### config.mk
export PLATFORM = sky130hd
export DESIGN_NAME = dcache_ctrl
export DESIGN_NICKNAME = d
export VERILOG_FILES = /design/src/rtl/dcache_addr_pkg.sv /design/src/rtl/dcache_bus_pkg.sv /design/src/rtl/dcache_ctrl.sv
export VERILOG_INCLUDE_DIRS = /design/src /design/src/rtl
export SDC_FILE = /design/constraint.sdc
export NUM_CORES = 1
export LEC_CHECK = 0
export ABC_AREA = 1
export BUFFER_PORTS_ARGS = -buffer_cell sky130_fd_sc_hd__buf_2
export CORE_AREA = 2 2 408 410
export CTS_CLUSTER_SIZE = 24
export DETAILED_ROUTE_END_ITERATION = 6
export DIE_AREA = 0 0 410 412
export PLACE_DENSITY = 0.3
export SYNTH_ARGS = -nofsm -noshare
export SYNTH_HDL_FRONTEND = slang
export SYNTH_SLANG_ARGS = --single-unit
### constraint.sdc
create_clock -name clk -period 2.1 [get_ports clk]
set_clock_uncertainty 0.2 [all_clocks]
set_input_delay 0.105 -clock clk [delete_from_list [all_inputs] [get_ports clk]]
set_output_delay 0.105 -clock clk [all_outputs]
set_load 0.03 [all_outputs]
### src/rtl/dcache_cfg.svh
/*
 * data cache geometry
 * two ways, sixteen sets, four-word lines on a 32-bit address
 */
`ifndef DCACHE_CFG_SVH
`define DCACHE_CFG_SVH

// address and data word width
`define DCACHE_ADDR_W 32

`define DCACHE_WAYS 2
`define DCACHE_SETS 16
`define DCACHE_LINE_WORDS 4

// byte offset within a line, set index, and what remains for the tag
`define DCACHE_OFFSET_W 4
`define DCACHE_INDEX_W 4
`define DCACHE_TAG_W 24

`endif

### src/rtl/dcache_addr_pkg.sv
/*
 * data cache address types
 * address decode, tag entry, line and way-select types
 */
`default_nettype none

`include "dcache_cfg.svh"

package dcache_addr_pkg;

    // tag / index / byte offset view of an address
    typedef struct packed {
        logic [`DCACHE_TAG_W-1:0]    tag;
        logic [`DCACHE_INDEX_W-1:0]  index;
        logic [`DCACHE_OFFSET_W-1:0] offset;
    } addr_fields_t;

    // the same word seen raw or split into fields
    typedef union packed {
        logic [`DCACHE_ADDR_W-1:0] raw;
        addr_fields_t              f;
    } addr_u;

    typedef struct packed {
        logic                     valid;
        logic [`DCACHE_TAG_W-1:0] tag;
    } tagv_t;

    // word 0 sits in the low bits
    typedef logic [`DCACHE_LINE_WORDS-1:0][`DCACHE_ADDR_W-1:0] line_t;

    typedef logic [`DCACHE_WAYS-1:0] way_sel_t;

endpackage

`default_nettype wire

### src/rtl/dcache_bus_pkg.sv
/*
 * data cache port types
 * CPU request/response and line-wide memory request/response
 */
`default_nettype none

`include "dcache_cfg.svh"

package dcache_bus_pkg;

    // op set means store
    typedef struct packed {
        logic                       valid;
        logic                       op;
        dcache_addr_pkg::addr_u     addr;
        logic [3:0]                 wstrb;
        logic [`DCACHE_ADDR_W-1:0]  wdata;
    } cpu_req_t;

    typedef struct packed {
        logic                       valid;
        logic [`DCACHE_ADDR_W-1:0]  rdata;
    } cpu_rsp_t;

    // refill read and victim writeback, both line-aligned
    typedef struct packed {
        logic                       rd_req;
        logic [`DCACHE_ADDR_W-1:0]  rd_addr;
        logic                       wr_req;
        logic [`DCACHE_ADDR_W-1:0]  wr_addr;
        dcache_addr_pkg::line_t     wr_data;
    } mem_req_t;

    // wr_valid pulses once the writeback has landed
    typedef struct packed {
        logic                       rd_rdy;
        logic                       ret_valid;
        dcache_addr_pkg::line_t     ret_data;
        logic                       wr_rdy;
        logic                       wr_valid;
    } mem_rsp_t;

endpackage

`default_nettype wire

### src/rtl/dcache_ctrl.sv
/*
 * data cache control
 * request register, miss FSM with writeback and refill, per-set LRU bit
 */
`timescale 1ns/1ps
`default_nettype none

`include "dcache_cfg.svh"

module dcache_ctrl (
    input  wire                                          clk,
    input  wire                                          rst_n,
    input  wire  dcache_bus_pkg::cpu_req_t               cpu_req,
    input  wire  dcache_addr_pkg::way_sel_t              hit,
    input  wire                                          hit_any,
    input  wire  [`DCACHE_ADDR_W-1:0]                    rsp_word,
    input  wire  [`DCACHE_ADDR_W-1:0]                    merged_word,
    input  wire  dcache_addr_pkg::tagv_t [`DCACHE_WAYS-1:0] tagv_rdata,
    input  wire  dcache_addr_pkg::way_sel_t              dirty_rdata,
    input  wire  dcache_addr_pkg::line_t [`DCACHE_WAYS-1:0] data_rdata,
    input  wire  dcache_bus_pkg::mem_rsp_t               mem_rsp,
    output logic                                         busy,
    output dcache_bus_pkg::cpu_rsp_t                     cpu_rsp,
    output dcache_bus_pkg::mem_req_t                     mem_req,
    output dcache_bus_pkg::cpu_req_t                     req,
    output logic                                         store_we,
    output logic [`DCACHE_INDEX_W-1:0]                   rd_index,
    output logic                                         rd_en,
    output dcache_addr_pkg::way_sel_t                    tag_we,
    output dcache_addr_pkg::tagv_t                       tag_wdata,
    output dcache_addr_pkg::way_sel_t                    dirty_we,
    output logic                                         dirty_wdata,
    output logic [`DCACHE_INDEX_W-1:0]                   wr_index,
    output logic [`DCACHE_WAYS*`DCACHE_LINE_WORDS-1:0]   data_we,
    output dcache_addr_pkg::line_t                       data_wdata
);

    typedef enum logic [2:0] {
        LOOKUP,
        MISS_DIRTY,
        WRITEBACK,
        MISS_CLEAN,
        REFILL,
        REFILL_DONE
    } state_t;

    state_t                    state_q, state_d;
    dcache_bus_pkg::cpu_req_t  req_q;
    logic [`DCACHE_SETS-1:0]   lru_q;
    logic                      victim;
    dcache_addr_pkg::way_sel_t victim_sel;
    dcache_addr_pkg::addr_u    fill_addr, wb_addr;
    logic                      lookup_hit, lookup_miss, refill;

    assign req         = req_q;
    assign lookup_hit  = (state_q == LOOKUP) && req_q.valid && hit_any;
    assign lookup_miss = (state_q == LOOKUP) && req_q.valid && !hit_any;
    assign busy        = (state_q != LOOKUP) || lookup_miss;
    assign store_we    = lookup_hit && req_q.op;
    assign refill      = (state_q == REFILL) && mem_rsp.ret_valid;

    // lru bit names the way to replace next
    assign victim     = lru_q[req_q.addr.f.index];
    assign victim_sel = dcache_addr_pkg::way_sel_t'(1) << victim;

    always_ff @(posedge clk or negedge rst_n) begin
        if (!rst_n) begin
            state_q <= LOOKUP;
            req_q   <= '0;
            lru_q   <= '0;
        end else begin
            state_q <= state_d;
            if (!busy) begin
                req_q <= cpu_req;
            end
            if (lookup_hit) begin
                lru_q[req_q.addr.f.index] <= hit[0];
            end
        end
    end

    always_comb begin
        state_d = state_q;
        case (state_q)
            LOOKUP:      if (lookup_miss) state_d = dirty_rdata[victim] ? MISS_DIRTY : MISS_CLEAN;
            MISS_DIRTY:  if (mem_rsp.wr_rdy) state_d = WRITEBACK;
            WRITEBACK:   if (mem_rsp.wr_valid) state_d = MISS_CLEAN;
            MISS_CLEAN:  if (mem_rsp.rd_rdy) state_d = REFILL;
            REFILL:      if (mem_rsp.ret_valid) state_d = REFILL_DONE;
            REFILL_DONE: state_d = LOOKUP;
            default:     state_d = LOOKUP;
        endcase
    end

    // read data stays frozen during a miss and feeds the writeback line
    assign rd_en    = !busy || (state_q == REFILL_DONE);
    assign rd_index = (state_q == REFILL_DONE) ? req_q.addr.f.index : cpu_req.addr.f.index;

    always_comb begin
        fill_addr          = req_q.addr;
        fill_addr.f.offset = '0;
        wb_addr.f.tag      = tagv_rdata[victim].tag;
        wb_addr.f.index    = req_q.addr.f.index;
        wb_addr.f.offset   = '0;
    end

    assign mem_req.rd_req  = (state_q == MISS_CLEAN);
    assign mem_req.rd_addr = fill_addr.raw;
    assign mem_req.wr_req  = (state_q == MISS_DIRTY);
    assign mem_req.wr_addr = wb_addr.raw;
    assign mem_req.wr_data = data_rdata[victim];

    // refill goes to the victim way, a store hit to one word of the hit way
    assign wr_index    = req_q.addr.f.index;
    assign tag_we      = refill ? victim_sel : '0;
    assign tag_wdata   = '{valid: 1'b1, tag: req_q.addr.f.tag};
    assign dirty_we    = refill ? victim_sel : (store_we ? hit : '0);
    assign dirty_wdata = !refill;
    assign data_wdata  = refill ? mem_rsp.ret_data : {`DCACHE_LINE_WORDS{merged_word}};

    always_comb begin
        data_we = '0;
        if (refill) begin
            data_we[victim*`DCACHE_LINE_WORDS +: `DCACHE_LINE_WORDS] = '1;
        end else if (store_we) begin
            data_we[{hit[1], req_q.addr.f.offset[`DCACHE_OFFSET_W-1:2]}] = 1'b1;
        end
    end

    // a store answers with the merged word
    assign cpu_rsp.valid = lookup_hit;
    assign cpu_rsp.rdata = req_q.op ? merged_word : rsp_word;

endmodule

`default_nettype wire

==> impl_metrics.yaml <==
drt:
  viasPerCell: 2.82
  drcViolationCount: 0
  drt_iter0_drc: 607
  wire_per_inst_um: 20.1
  vias: 13200
  totalWireLength_um: 93900
  firstDrtPassIters: 5
  ant_nets: 0
floorplanning:
  rows: 149
  die_area_mm2: 0.169
  start_util_pct: 4.78
  io_pins: 1053
  die_h_um: 412
  die_w_um: 410
  core_area_mm2: 0.164
synthesis:
  synthDistinctLibCells: 23
  synthesis.area_per_instance_um2: 5.90
  seq_area_frac_synth_pct: 28.4
  ys_ff_latch: 89
  synth_area_mm2: 0.00784
  yosysWarnings: 0
  syn_inst: 1329
critical_path:
  cp-end-kind: "output pin"
  worstPathArrival_ns: 2.46
  cp-start-kind: "flip-flop"
  crit_top_cell: "nand2_1"
  cpPeakStageDelay_ns: 0.49
  path_class: "reg2out"
  cp_cell_sequence: "buf_6, nand2_1, nand2_2, nand2_1, nand2_1, nand2_2, nand2_4, nor2_4, buf_12, buf_16, clkbuf_16, nand2_1, nand2_1, buf_6"
  critPathRequiredTime_ns: 1.79
  crit_path_top_delay_cell: "dfrtp_2"
  reg2reg_depth: 15
  rrSetupSlack_ns: -0.19
  worstPathMaxFanout: 8
run_status:
  violations: "setup timing"
  outcome: "complete, but fails checks"
place:
  gp_congestion: 0.872
  io_buffers: 1041
  dpl_worst_slack_ns: -0.587
  place_hpwl_um: 80900
flow_run:
  max_cap_viol_count: 0
grt:
  grt_start_max_net_pins: 57
  grt_pass1_vias: 12700
  grt_usage_pct: 10.0
  antenna_found_initial: 27
  grt_pass1_wl_um: 115000
  grt-ovfl-total: 0
pwr:
  p_switching_w: 0.0210
  p_clk_share_pct: 5.2
  comb_power_share_pct: 85.9
  sequentialPowerShare_pct: 8.9
  swShare_pct: 57.0
  internal_power_w: 0.0158
  power_w: 0.0368
  power.density_mw_per_mm2: 1760
  p_leak_nw: 10.5
  peakVddDrop_uv: 826
clocking:
  clk_pin_slew_ns: 0.08
  cts_buffer_depth: 2
  cts-root-buf: "clkbuf_16"
  numCtsBuffers: 9
  cts.sinks: 89
  cts_tree: "yes"
  cts-htree-levels: 3
  worstSkewPairLatency_ns: 0.37
sta:
  rsz0062_at_grt: "true"
  hold_viol: 0
  fin_ws_ns: -0.661
  fin_crit_ns: 2.76
  drv_slew: 0
  worstMarginPinSlew_ns: 0.509
  clock.fmax_ghz: 0.362
  fin_crit_sh_pct: 131
  setup_viol: 295
  maxSlewHeadroom_pct: 66.1
cells_and_area:
  area_delta_synth_final_pct: 166
  seq_area_mm2: 0.00223
  drive_gt1_share_pct: 62.3
  n_fill_cell: 19200
  final_nets: 3043
  multi_input_area_mm2: 0.00612
hold_path:
  hold_class: "in2async"
final cells by class:
class / count / area share [%]
Sequential cell: 89 / 10.7
Timing Repair Buffer: 1256 / 44.6
Clock buffer: 9 / 1.08
Inverter: 26 / 0.539
Clock inverter: 7 / 0.539
Tap cell: 2189 / 13.1
Antenna cell: 7 / 0.0839
Multi-Input combinational cell: 1082 / 29.3
cell usage after synthesis, drive strengths merged:
cell    instances  area (um2)
clkinv          1        3.75
conb            2        7.51
clkbuf         16        60.1
nand2         919        3450
nor2           23        93.8
nand3          21         105
o41ai           4        35.0
nor3            4        25.0
o21ai          23         115
a31oi           2        12.5
o31ai           3        22.5
a21oi          10        50.1
mux2           62         698
dfrtp          89        2230
nand3b          1        7.51
buf           124         835
inv            25        93.8
placed cells by master, fill, tap and decap left out, types with 2 or more instances in the layout:
| cell type | Yosys | final |
|---|---|---|
| buf_2 | 40 | 878 |
| nand2_1 | 918 | 660 |
| dfrtp_2 | 0 | 3 |
| a21oi_1 | 10 | 10 |
| nand2_4 | 0 | 110 |
| dfrtp_1 | 89 | 86 |
| buf_8 | 0 | 8 |
| o21ai_2 | 0 | 2 |
| clkbuf_4 | 0 | 13 |
| dlygate4sd3_1 | 0 | 76 |
| nor3_1 | 3 | 3 |
| buf_16 | 0 | 7 |
| mux2_2 | 62 | 62 |
| bufinv_16 | 0 | 2 |
| buf_4 | 83 | 81 |
| diode_2 | 0 | 7 |
| conb_1 | 2 | 9 |
| nand2_2 | 1 | 137 |
| inv_4 | 0 | 4 |
| buf_6 | 1 | 90 |
| nand2_8 | 0 | 13 |
| buf_12 | 0 | 92 |
| inv_1 | 20 | 18 |
| inv_6 | 0 | 2 |
| clkbuf_16 | 0 | 19 |
| nand3_1 | 21 | 20 |
| o31ai_1 | 3 | 2 |
| o21ai_0 | 23 | 21 |
| o41ai_4 | 0 | 4 |
| inv_2 | 5 | 3 |
| a31oi_1 | 2 | 2 |
| nor2_1 | 22 | 22 |
per-stage QoR:
stage	instance area, um2	util [%]	hold slack (ns)	TNS (ns)	std cells
floorplan	8030	-	-0.391	-1.92	1336
global placement	17100	10.4	-0.0841	-70.03	4535
detailed placement	17100	10.4	-0.0899	-56.38	4535
CTS	19200	11.7	0.0389	-138.64	4640
global route	20900	12.7	0.0847	-160.28	4660
finish	20900	12.7	0.0395	-118.45	4665
power groups by stage:
stage / Sequential [W] / Combinational (W) / Clock (W)
6_report: 0.00327 / 0.0316 / 0.00190
5_1_grt: 0.00340 / 0.0332 / 0.00206
4_1_cts: 0.00327 / 0.0289 / 0.00200
3_5_place_dp: 0.00329 / 0.0259 / 0
3_3_place_gp: 0.00328 / 0.0261 / 0
2_1_floorplan: 0.00446 / 0.0125 / 0
routing by layer:
metal | share of wire (%) | routed length (um) | GRT usage (%) | vias up
met4 | 1.6 | 1500 | 1.55 | 14
met5 | 0.10 | 96 | 0 | -
met1 | 42 | 39100 | 12.7 | 6222
met2 | 51 | 48300 | 18.1 | 608
met3 | 5.2 | 4860 | 1.62 | 68
li1 | - | - | - | 6261
worst max-delay path: cells and delay by family, from the launching register on:
family | cells | cell delay (ns)
buf+inv | 5 | 0.88
flops | 1 | 0.49
simple gates | 9 | 0.66
state kept, by name, summed over array words and instances, names as in the netlist:
| name | flops |
|---|---|
| req | 42 |
| lru_q | 16 |
| mem_req | 28 |
| state_q | 3 |
final timing paths:
path | from | to
setup / recovery | mem_req[132] | mem_req[22]
hold / removal | rst_n | req[19]
setup reg to reg | mem_req[132] | state_q[1]
hold reg to reg | lru_q[4] | lru_q[4]
max in group asynchronous | rst_n | mem_req[186]
min in group clk | mem_rsp[1] | state_q[0]
logic make-up after synthesis:
logic type / count (synthesis) / synth area share [%]
other cells: 2 / 0.0957
compound gates: 42 / 3.00
buf+inv: 166 / 12.6
mux: 62 / 8.90
flops: 89 / 28.4
simple gates: 968 / 47.0
what timing repair did:
action / CTS / global route
gates cloned: 5 / 12
setup endpoints to repair: 320 / 325
resized for setup: 231 / 358
hold buffers: 76 / 0
pin swaps: 19 / 112
buffers inserted: 8 / 9
endpoints found under the hold margin: 163 / 0
(Power assumes the default switching activity.)
