<file path="src/rtl/dcache_cfg.svh">
/*
 * data cache geometry
 * two ways, sixteen sets, four-word lines on a 32-bit address
 */
`ifndef DCACHE_CFG_SVH
`define DCACHE_CFG_SVH

// address and data word width
`define DCACHE_ADDR_W 32

`define DCACHE_WAYS 2
`define DCACHE_SETS 16
`define DCACHE_LINE_WORDS 4

// byte offset within a line, set index, and what remains for the tag
`define DCACHE_OFFSET_W 4
`define DCACHE_INDEX_W 4
`define DCACHE_TAG_W 24

`endif

</file>
<file path="src/rtl/dcache_addr_pkg.sv">
/*
 * data cache address types
 * address decode, tag entry, line and way-select types
 */
`default_nettype none

`include "dcache_cfg.svh"

package dcache_addr_pkg;

    // tag / index / byte offset view of an address
    typedef struct packed {
        logic [`DCACHE_TAG_W-1:0]    tag;
        logic [`DCACHE_INDEX_W-1:0]  index;
        logic [`DCACHE_OFFSET_W-1:0] offset;
    } addr_fields_t;

    // the same word seen raw or split into fields
    typedef union packed {
        logic [`DCACHE_ADDR_W-1:0] raw;
        addr_fields_t              f;
    } addr_u;

    typedef struct packed {
        logic                     valid;
        logic [`DCACHE_TAG_W-1:0] tag;
    } tagv_t;

    // word 0 sits in the low bits
    typedef logic [`DCACHE_LINE_WORDS-1:0][`DCACHE_ADDR_W-1:0] line_t;

    typedef logic [`DCACHE_WAYS-1:0] way_sel_t;

endpackage

`default_nettype wire

</file>
<file path="src/rtl/dcache_bus_pkg.sv">
/*
 * data cache port types
 * CPU request/response and line-wide memory request/response
 */
`default_nettype none

`include "dcache_cfg.svh"

package dcache_bus_pkg;

    // op set means store
    typedef struct packed {
        logic                       valid;
        logic                       op;
        dcache_addr_pkg::addr_u     addr;
        logic [3:0]                 wstrb;
        logic [`DCACHE_ADDR_W-1:0]  wdata;
    } cpu_req_t;

    typedef struct packed {
        logic                       valid;
        logic [`DCACHE_ADDR_W-1:0]  rdata;
    } cpu_rsp_t;

    // refill read and victim writeback, both line-aligned
    typedef struct packed {
        logic                       rd_req;
        logic [`DCACHE_ADDR_W-1:0]  rd_addr;
        logic                       wr_req;
        logic [`DCACHE_ADDR_W-1:0]  wr_addr;
        dcache_addr_pkg::line_t     wr_data;
    } mem_req_t;

    // wr_valid pulses once the writeback has landed
    typedef struct packed {
        logic                       rd_rdy;
        logic                       ret_valid;
        dcache_addr_pkg::line_t     ret_data;
        logic                       wr_rdy;
        logic                       wr_valid;
    } mem_rsp_t;

endpackage

`default_nettype wire

</file>
<file path="src/rtl/dcache_lookup.sv">
/*
 * data cache lookup
 * tag compare, word select, store byte merge and last-store bypass
 */
`timescale 1ns/1ps
`default_nettype none

`include "dcache_cfg.svh"

module dcache_lookup (
    input  wire                                          clk,
    input  wire                                          rst_n,
    input  wire  dcache_bus_pkg::cpu_req_t               req,
    input  wire  dcache_addr_pkg::tagv_t [`DCACHE_WAYS-1:0] tagv_rdata,
    input  wire  dcache_addr_pkg::line_t [`DCACHE_WAYS-1:0] data_rdata,
    input  wire                                          store_we,
    output dcache_addr_pkg::way_sel_t                    hit,
    output logic                                         hit_any,
    output logic [`DCACHE_ADDR_W-1:0]                    rsp_word,
    output logic [`DCACHE_ADDR_W-1:0]                    merged_word
);

    logic [1:0]                 word_idx;
    logic [`DCACHE_ADDR_W-1:0]  way_word;
    logic                       bypass;

    // last store written into the data array
    logic                       st_valid_q;
    dcache_addr_pkg::way_sel_t  st_way_q;
    dcache_addr_pkg::addr_u     st_addr_q;
    logic [`DCACHE_ADDR_W-1:0]  st_word_q;

    for (genvar w = 0; w < `DCACHE_WAYS; w++) begin : g_cmp
        assign hit[w] = tagv_rdata[w].valid && (tagv_rdata[w].tag == req.addr.f.tag);
    end

    assign hit_any = |hit;

    // upper offset bits pick the word
    assign word_idx = req.addr.f.offset[`DCACHE_OFFSET_W-1:2];
    assign way_word = data_rdata[hit[1]][word_idx];

    // array read raced the store write one edge earlier
    assign bypass = st_valid_q && (st_way_q == hit) &&
                    (st_addr_q.raw[`DCACHE_ADDR_W-1:2] == req.addr.raw[`DCACHE_ADDR_W-1:2]);

    assign rsp_word = bypass ? st_word_q : way_word;

    always_comb begin
        merged_word = rsp_word;
        for (int b = 0; b < 4; b++) begin
            if (req.wstrb[b]) begin
                merged_word[8*b +: 8] = req.wdata[8*b +: 8];
            end
        end
    end

    always_ff @(posedge clk or negedge rst_n) begin
        if (!rst_n) begin
            st_valid_q <= 1'b0;
        end else begin
            st_valid_q <= store_we;
        end
    end

    always_ff @(posedge clk) begin
        if (store_we) begin
            st_way_q  <= hit;
            st_addr_q <= req.addr;
            st_word_q <= merged_word;
        end
    end

endmodule

`default_nettype wire

</file>
<file path="config.mk">
export PLATFORM = sky130hd
export DESIGN_NAME = dcache_lookup
export DESIGN_NICKNAME = d
export VERILOG_FILES = /design/src/rtl/dcache_addr_pkg.sv /design/src/rtl/dcache_bus_pkg.sv /design/src/rtl/dcache_lookup.sv
export VERILOG_INCLUDE_DIRS = /design/src /design/src/rtl
export SDC_FILE = /design/constraint.sdc
export NUM_CORES = 1
export LEC_CHECK = 0
export CAP_MARGIN = 20
export CORE_AREA = 2 2 173 175
export CTS_BUF_LIST = sky130_fd_sc_hd__clkbuf_4
export CTS_CLUSTER_SIZE = 10
export DETAILED_ROUTE_END_ITERATION = 8
export DIE_AREA = 0 0 175 177
export DONT_BUFFER_PORTS = 1
export GPL_TIMING_DRIVEN = 0
export SETUP_SLACK_MARGIN = 0.02
export SLEW_MARGIN = 20
export SYNTH_ARGS = -nofsm -noshare
export SYNTH_HDL_FRONTEND = slang
export SYNTH_SLANG_ARGS = --single-unit
</file>
<file path="constraint.sdc">
create_clock -name clk -period 3.7 [get_ports clk]
set_input_delay 0.74 -clock clk [delete_from_list [all_inputs] [get_ports clk]]
set_output_delay 0.74 -clock clk [all_outputs]
set_load 0.05 [all_outputs]
</file>
==> reports/results.txt, run 1 <==
Slew Limit Fails -> 0
H-tree Lvls -> 3
share of layout cells above drive strength 1 -> 0.508
Worst-Skew Late Latency -> 0.45 ns
final cycle utilization of the critical path -> 1.17
Synth area leader -> edfxtp_1
status -> finished with violations
CTS Buffer Depth -> 2
register-to-register setup slack -> 0.29 ns
total power -> 2.31 mW
main flop type after synthesis -> edfxtp_1
CTS tree -> built
clk slew on worst S/H paths -> 0.15 ns
GR Util All Layers -> 0.149
Syn Area/Cell -> 15.2 sq um
Worst Max-Slew Pin Slew -> 1.05 ns
FF+latch count, synth -> 65
area grow syn2layout -> 17.6%
critical path class -> input pin to output pin
die footprint -> 31000 sq um
max_cap viols -> 0
Ys Warns -> 0
pre-CTS WS -> -1.18 ns
crit path max fanout -> 7
Post-synth EDFFs -> 64
CP Launch Type -> input pin
Fmax achieved -> 230 MHz
setup ws final -> -0.641 ns
Placer Congestion -> 1.00
Die Ht -> 177 um
VDD IR max -> 0.118 mV
DRC Markers -> 0
Rows -> 63
RSZ-0062 raised after global routing -> yes
I/O Pins -> 446
critical path data arrival time -> 3.60 ns
final setup violating endpoints -> 64
Port Buffer Count -> 0
Mapped Cells -> 373
Mapped Area -> 5670 sq um
Num CTS Buffers -> 9
placed cell count -> 764
via count -> 3983
multi-input logic area -> 3800 sq um
async set-reset flop share out of synthesis -> 0.0154
post-route ant nets -> 0
count of cell types in the netlist -> 28
Hold Path Class -> input pin to flop
Static Leakage -> 2.29 nW
Layout Cells excl Fill -> 796
Root Driver -> clkbuf_4
largest net degree at the start of global routing -> 66
syn nets -> 752
nets -> 768
number of global-route vias before repair -> 4463
core area -> 29200 sq um
initial antenna violation count -> 18
Iter 0 DRT Violations -> 238
clock sink count -> 65
Final Skew -> 0.0302 ns
grt ovf -> 0
Hold Vio Cnt, Final -> 0
Via density -> 5.00
total of fill cells in the finished design -> 3073
per-cell routed wire length -> 30.3 um
top cells by count, synth -> edfxtp_1 (64), mux2_2 (64), mux4_2 (64), xor2_1 (40), xnor2_1 (38)
minimum clock period -> 4.34 ns
1st-pass router iterations -> 4
required time of the worst setup path -> 2.96 ns
Starting Density -> 0.194
failing checks -> negative setup slack
share of the synthesized area in the top cell type -> 0.339
finished layout cell area -> 6670 sq um
Seq/Total Area, Yosys -> 0.343
dpl hpwl -> 19400 um
top post-synthesis cells by area -> edfxtp_1 (34%), mux4_2 (25%), mux2_2 (13%), mux2_4 (7.9%), xor2_1 (6.2%)
headroom to the max-slew limit -> 0.301
Sequential cell area -> 1950 sq um
die width -> 175 um
final wirelength -> 24100 um
DP Area -> 6260 sq um
first-pass GRT wire length -> 32000 um
crit path capture type -> output pin
Power Dens Cells -> 346 nW/um^2
## layout make-up
type,instances,share of cell area
clock inverters,7,0.0141
diodes,12,0.00450
multi-input cells,284,0.570
well taps,390,0.0731
plain buffers,24,0.0221
repair buffers,5,0.0141
flip-flops and latches,65,0.292
clock buffers,9,0.0101
## per-layer routing
| metal | track usage | wire [um] | share of wire | vias up |
|---|---|---|---|---|
| met2 | 0.241 | 11500 | 0.48 | 337 |
| met3 | 0.0571 | 2470 | 0.10 | 62 |
| met5 | 0 | 79 | 0.0033 | - |
| met4 | 0.0792 | 881 | 0.037 | 12 |
| li1 | - | - | - | 1576 |
| met1 | 0.171 | 9110 | 0.38 | 1996 |
## per-stage QoR
stage               TNS, ns  hold WS [ns]   util
detailed placement   -79.06         0.444  0.214
global placement     -77.51         0.444  0.213
finish               -26.93         0.370  0.228
CTS                  -32.60         0.290  0.226
floorplan             -7.10         0.444      -
global route         -37.58         0.299  0.228
## layout by cell type (no fill, tap or decap), types with 4 or more instances in the layout
| cell type | instances |
|---|---|
| mux2_2 | 34 |
| xor2_1 | 40 |
| nand4_1 | 11 |
| clkbuf_1 | 11 |
| xnor2_2 | 4 |
| nor4_1 | 8 |
| mux4_2 | 64 |
| clkbuf_4 | 9 |
| mux2_4 | 62 |
| buf_12 | 4 |
| edfxtp_1 | 64 |
| xnor2_1 | 34 |
| buf_2 | 4 |
| diode_2 | 12 |
## kinds of logic (layout without fill, tap and decap cells)
logic type / count (synthesis) / in the layout / share of synthesized area
simple gates: 43 / 43 / 0.0472
flops: 65 / 65 / 0.343
compound gates: 3 / 3 / 0.00507
buf+inv: 24 / 45 / 0.0198
xor+xnor: 78 / 78 / 0.120
mux: 160 / 160 / 0.464
other cells: 0 / 12 / 0
## power breakdown
group / leakage (nW) / internal [mW] / switching (mW) / total (mW)
combinational: 1.57 / 0.314 / 0.479 / 0.793
clock: 0.0840 / 0.274 / 0.336 / 0.610
sequential: 0.637 / 0.886 / 0.0216 / 0.908
## worst max-delay path, cell delays in order
cell and delay (ns):
xnor2_1 0.40, nor3b_1 0.47, nand3_4 0.28, a2111o_2 0.57, buf_12 0.18, buf_12 0.15, mux2_4 0.40, mux2_4 0.39
## state kept, by name (all words and copies together) (netlist names)
register and count:
st_word_q 32, st_valid_q 1, st_way_q 2, st_addr_q 30
## worst paths after layout
| check | start | depth (start not counted) | endpoint |
|---|---|---|---|
| max | tagv_rdata[28] | 8 | merged_word[24] |
| min in group asynchronous | rst_n | 1 | st_valid_q$_DFF_PN0_ |
| max reg2reg | st_addr_q[26]$_DFFE_PP_ | 9 | st_word_q[23]$_DFFE_PP_ |
| max in group asynchronous | rst_n | 1 | st_valid_q$_DFF_PN0_ |
| min | req[43] | 0 | st_addr_q[7]$_DFFE_PP_ |
| min reg2reg | st_word_q[15]$_DFFE_PP_ | 2 | st_word_q[15]$_DFFE_PP_ |
## timing repair
action / CTS / global route
pin swaps: 1 / 2
gates cloned: 1 / 1
hold buffers: 1 / 0
setup buffers: 1 / 0
setup endpoints to repair: 97 / 64
gates resized for setup: 36 / 3
hold endpoints to repair: 1 / 0
Power figures use the tool's default switching activity.
==> run 2: changes to the inputs <==
--- a/config.mk
+++ b/config.mk
@@ -14,6 +14,7 @@
 export DIE_AREA = 0 0 175 177
 export DONT_BUFFER_PORTS = 1
 export GPL_TIMING_DRIVEN = 0
+export REMOVE_ABC_BUFFERS = 1
 export SETUP_SLACK_MARGIN = 0.02
 export SLEW_MARGIN = 20
 export SYNTH_ARGS = -nofsm -noshare
==> run 2 against run 1 <==
The run still ends with negative setup slack left; non-clock buffer count shrank 20; global-route usage shrank 2.8 points; sequential power barely moved; clock-buffer cell count rose by 2; hold slack got worse by 0.035 ns; register-to-register slack better by 0.08 ns; power fell by 5.0%; sequential cell count stayed put; first-iteration DRC count is 14% lower.
==> reports/results.txt, run 2 (synthesis results as in run 1) <==
status -> finished with violations
failing checks -> negative setup slack
critical path class -> input pin to output pin
RSZ-0062 raised after global routing -> yes
Num CTS Buffers -> 9
area grow syn2layout -> 14.8%
first-pass GRT wire length -> 27400 um
Power Dens Cells -> 337 nW/um^2
Final Skew -> 0.0225 ns
most flop-heavy register -> st_word_q
grt ovf -> 0
Via density -> 4.89
H-tree Lvls -> 3
Hold Vio Cnt, Final -> 0
number of global-route vias before repair -> 4212
Worst Max-Slew Pin Slew -> 0.661 ns
crit path capture type -> output pin
register-to-register setup slack -> 0.37 ns
Rows -> 63
headroom to the max-slew limit -> 0.559
crit path launch -> tagv_rdata[34]
per-cell routed wire length -> 26.1 um
finished layout cell area -> 6520 sq um
die footprint -> 31000 sq um
max reg flops -> 32
Root Driver -> clkbuf_4
I/O Pins -> 446
DRC Markers -> 0
Placer Congestion -> 0.911
Port Buffer Count -> 0
Register-to-Register Path Depth -> 9
final cycle utilization of the critical path -> 1.15
FF-to-FF End -> st_word_q[29]$_DFFE_PP_
1st-pass router iterations -> 4
Die Ht -> 177 um
Static Leakage -> 2.21 nW
CTS Buffer Depth -> 2
critical path data arrival time -> 3.52 ns
largest net degree at the start of global routing -> 67
most frequent cells in the layout -> mux4_2 (64), mux2_4 (64), edfxtp_1 (64)
setup ws final -> -0.560 ns
die width -> 175 um
GR Util All Layers -> 0.121
final wirelength -> 20100 um
FF-to-FF Start -> st_addr_q[2]$_DFFE_PP_
final setup violating endpoints -> 64
minimum clock period -> 4.26 ns
Iter 0 DRT Violations -> 205
setup_tns -> -19.75 ns
share of layout cells above drive strength 1 -> 0.505
total power -> 2.20 mW
VDD IR max -> 0.200 mV
Hold Path Class -> input pin to flop
CTS tree -> built
nets -> 748
hold_ws -> 0.335 ns
DP Area -> 6120 sq um
Fmax achieved -> 235 MHz
crit path max fanout -> 10
post-route ant nets -> 0
via count -> 3758
CP Launch Type -> input pin
dpl hpwl -> 16400 um
last element of the critical path -> merged_word[29]
core area -> 29200 sq um
max_cap viols -> 0
required time of the worst setup path -> 2.96 ns
pre-CTS WS -> -1.21 ns
Starting Density -> 0.194
clock sink count -> 65
Largest regs -> st_word_q: 32 flops, st_addr_q: 30 flops, st_way_q: 2 flops
Slew Limit Fails -> 0
clk slew on worst S/H paths -> 0.12 ns
Worst-Skew Late Latency -> 0.44 ns
initial antenna violation count -> 6
[run 2: critical path, stage by stage]
cell and delay, ns:
xnor2_1 0.29, nor4b_1 0.26, and4_1 0.31, nand3_4 0.22
a2111o_2 0.57, buf_6 0.18, buf_16 0.15, mux2_4 0.39
mux2_4 0.39
[run 2: how the worst min path moves through the flow]
stage	startpoint	slack (ns)	to	cells after the start
2_1_floorplan	rst_n	0.44	st_valid_q$_DFF_PN0_	0
3_3_place_gp	rst_n	0.44	st_valid_q$_DFF_PN0_	0
3_5_place_dp	rst_n	0.44	st_valid_q$_DFF_PN0_	0
4_1_cts	store_we	0.25	st_valid_q$_DFF_PN0_	0
5_1_grt	store_we	0.26	st_valid_q$_DFF_PN0_	0
6_report	store_we	0.33	st_valid_q$_DFF_PN0_	0
[run 2: final cells by class]
type	instances	area, sq um
Antenna cell	4	10.0
Clock buffer	11	82.6
Clock inverter	5	80.1
Fill cell	3062	22700
Multi-Input combinational cell	284	3770
Sequential cell	65	1950
Tap cell	390	488
Timing Repair Buffer	9	139
[run 2: power by group]
part / switching, mW / internal [mW]
logic: 0.407 / 0.307
clock network: 0.282 / 0.288
registers: 0.0230 / 0.887
total: 0.713 / 1.48
[run 2: repair_timing]
action,in CTS,in global routing
setup endpoints to repair,81,65
hold buffers,1,0
pin swaps,7,0
endpoints found under the hold margin,1,0
cloned,1,0
gates resized for setup,40,1
setup buffers,4,0
[run 2: through the flow]
step | std cells | util
3_3_place_gp | 739 | 0.207
2_1_floorplan | 349 | -
4_1_cts | 764 | 0.222
5_1_grt | 767 | 0.223
3_5_place_dp | 742 | 0.209
6_report | 768 | 0.223
[run 2: routing by layer]
metal	GRT usage	wire length [um]	up-vias
met5	0	37	-
met4	0.0444	407	6
met3	0.0466	2120	25
met2	0.212	10500	310
met1	0.133	7050	1895
li1	-	-	1522
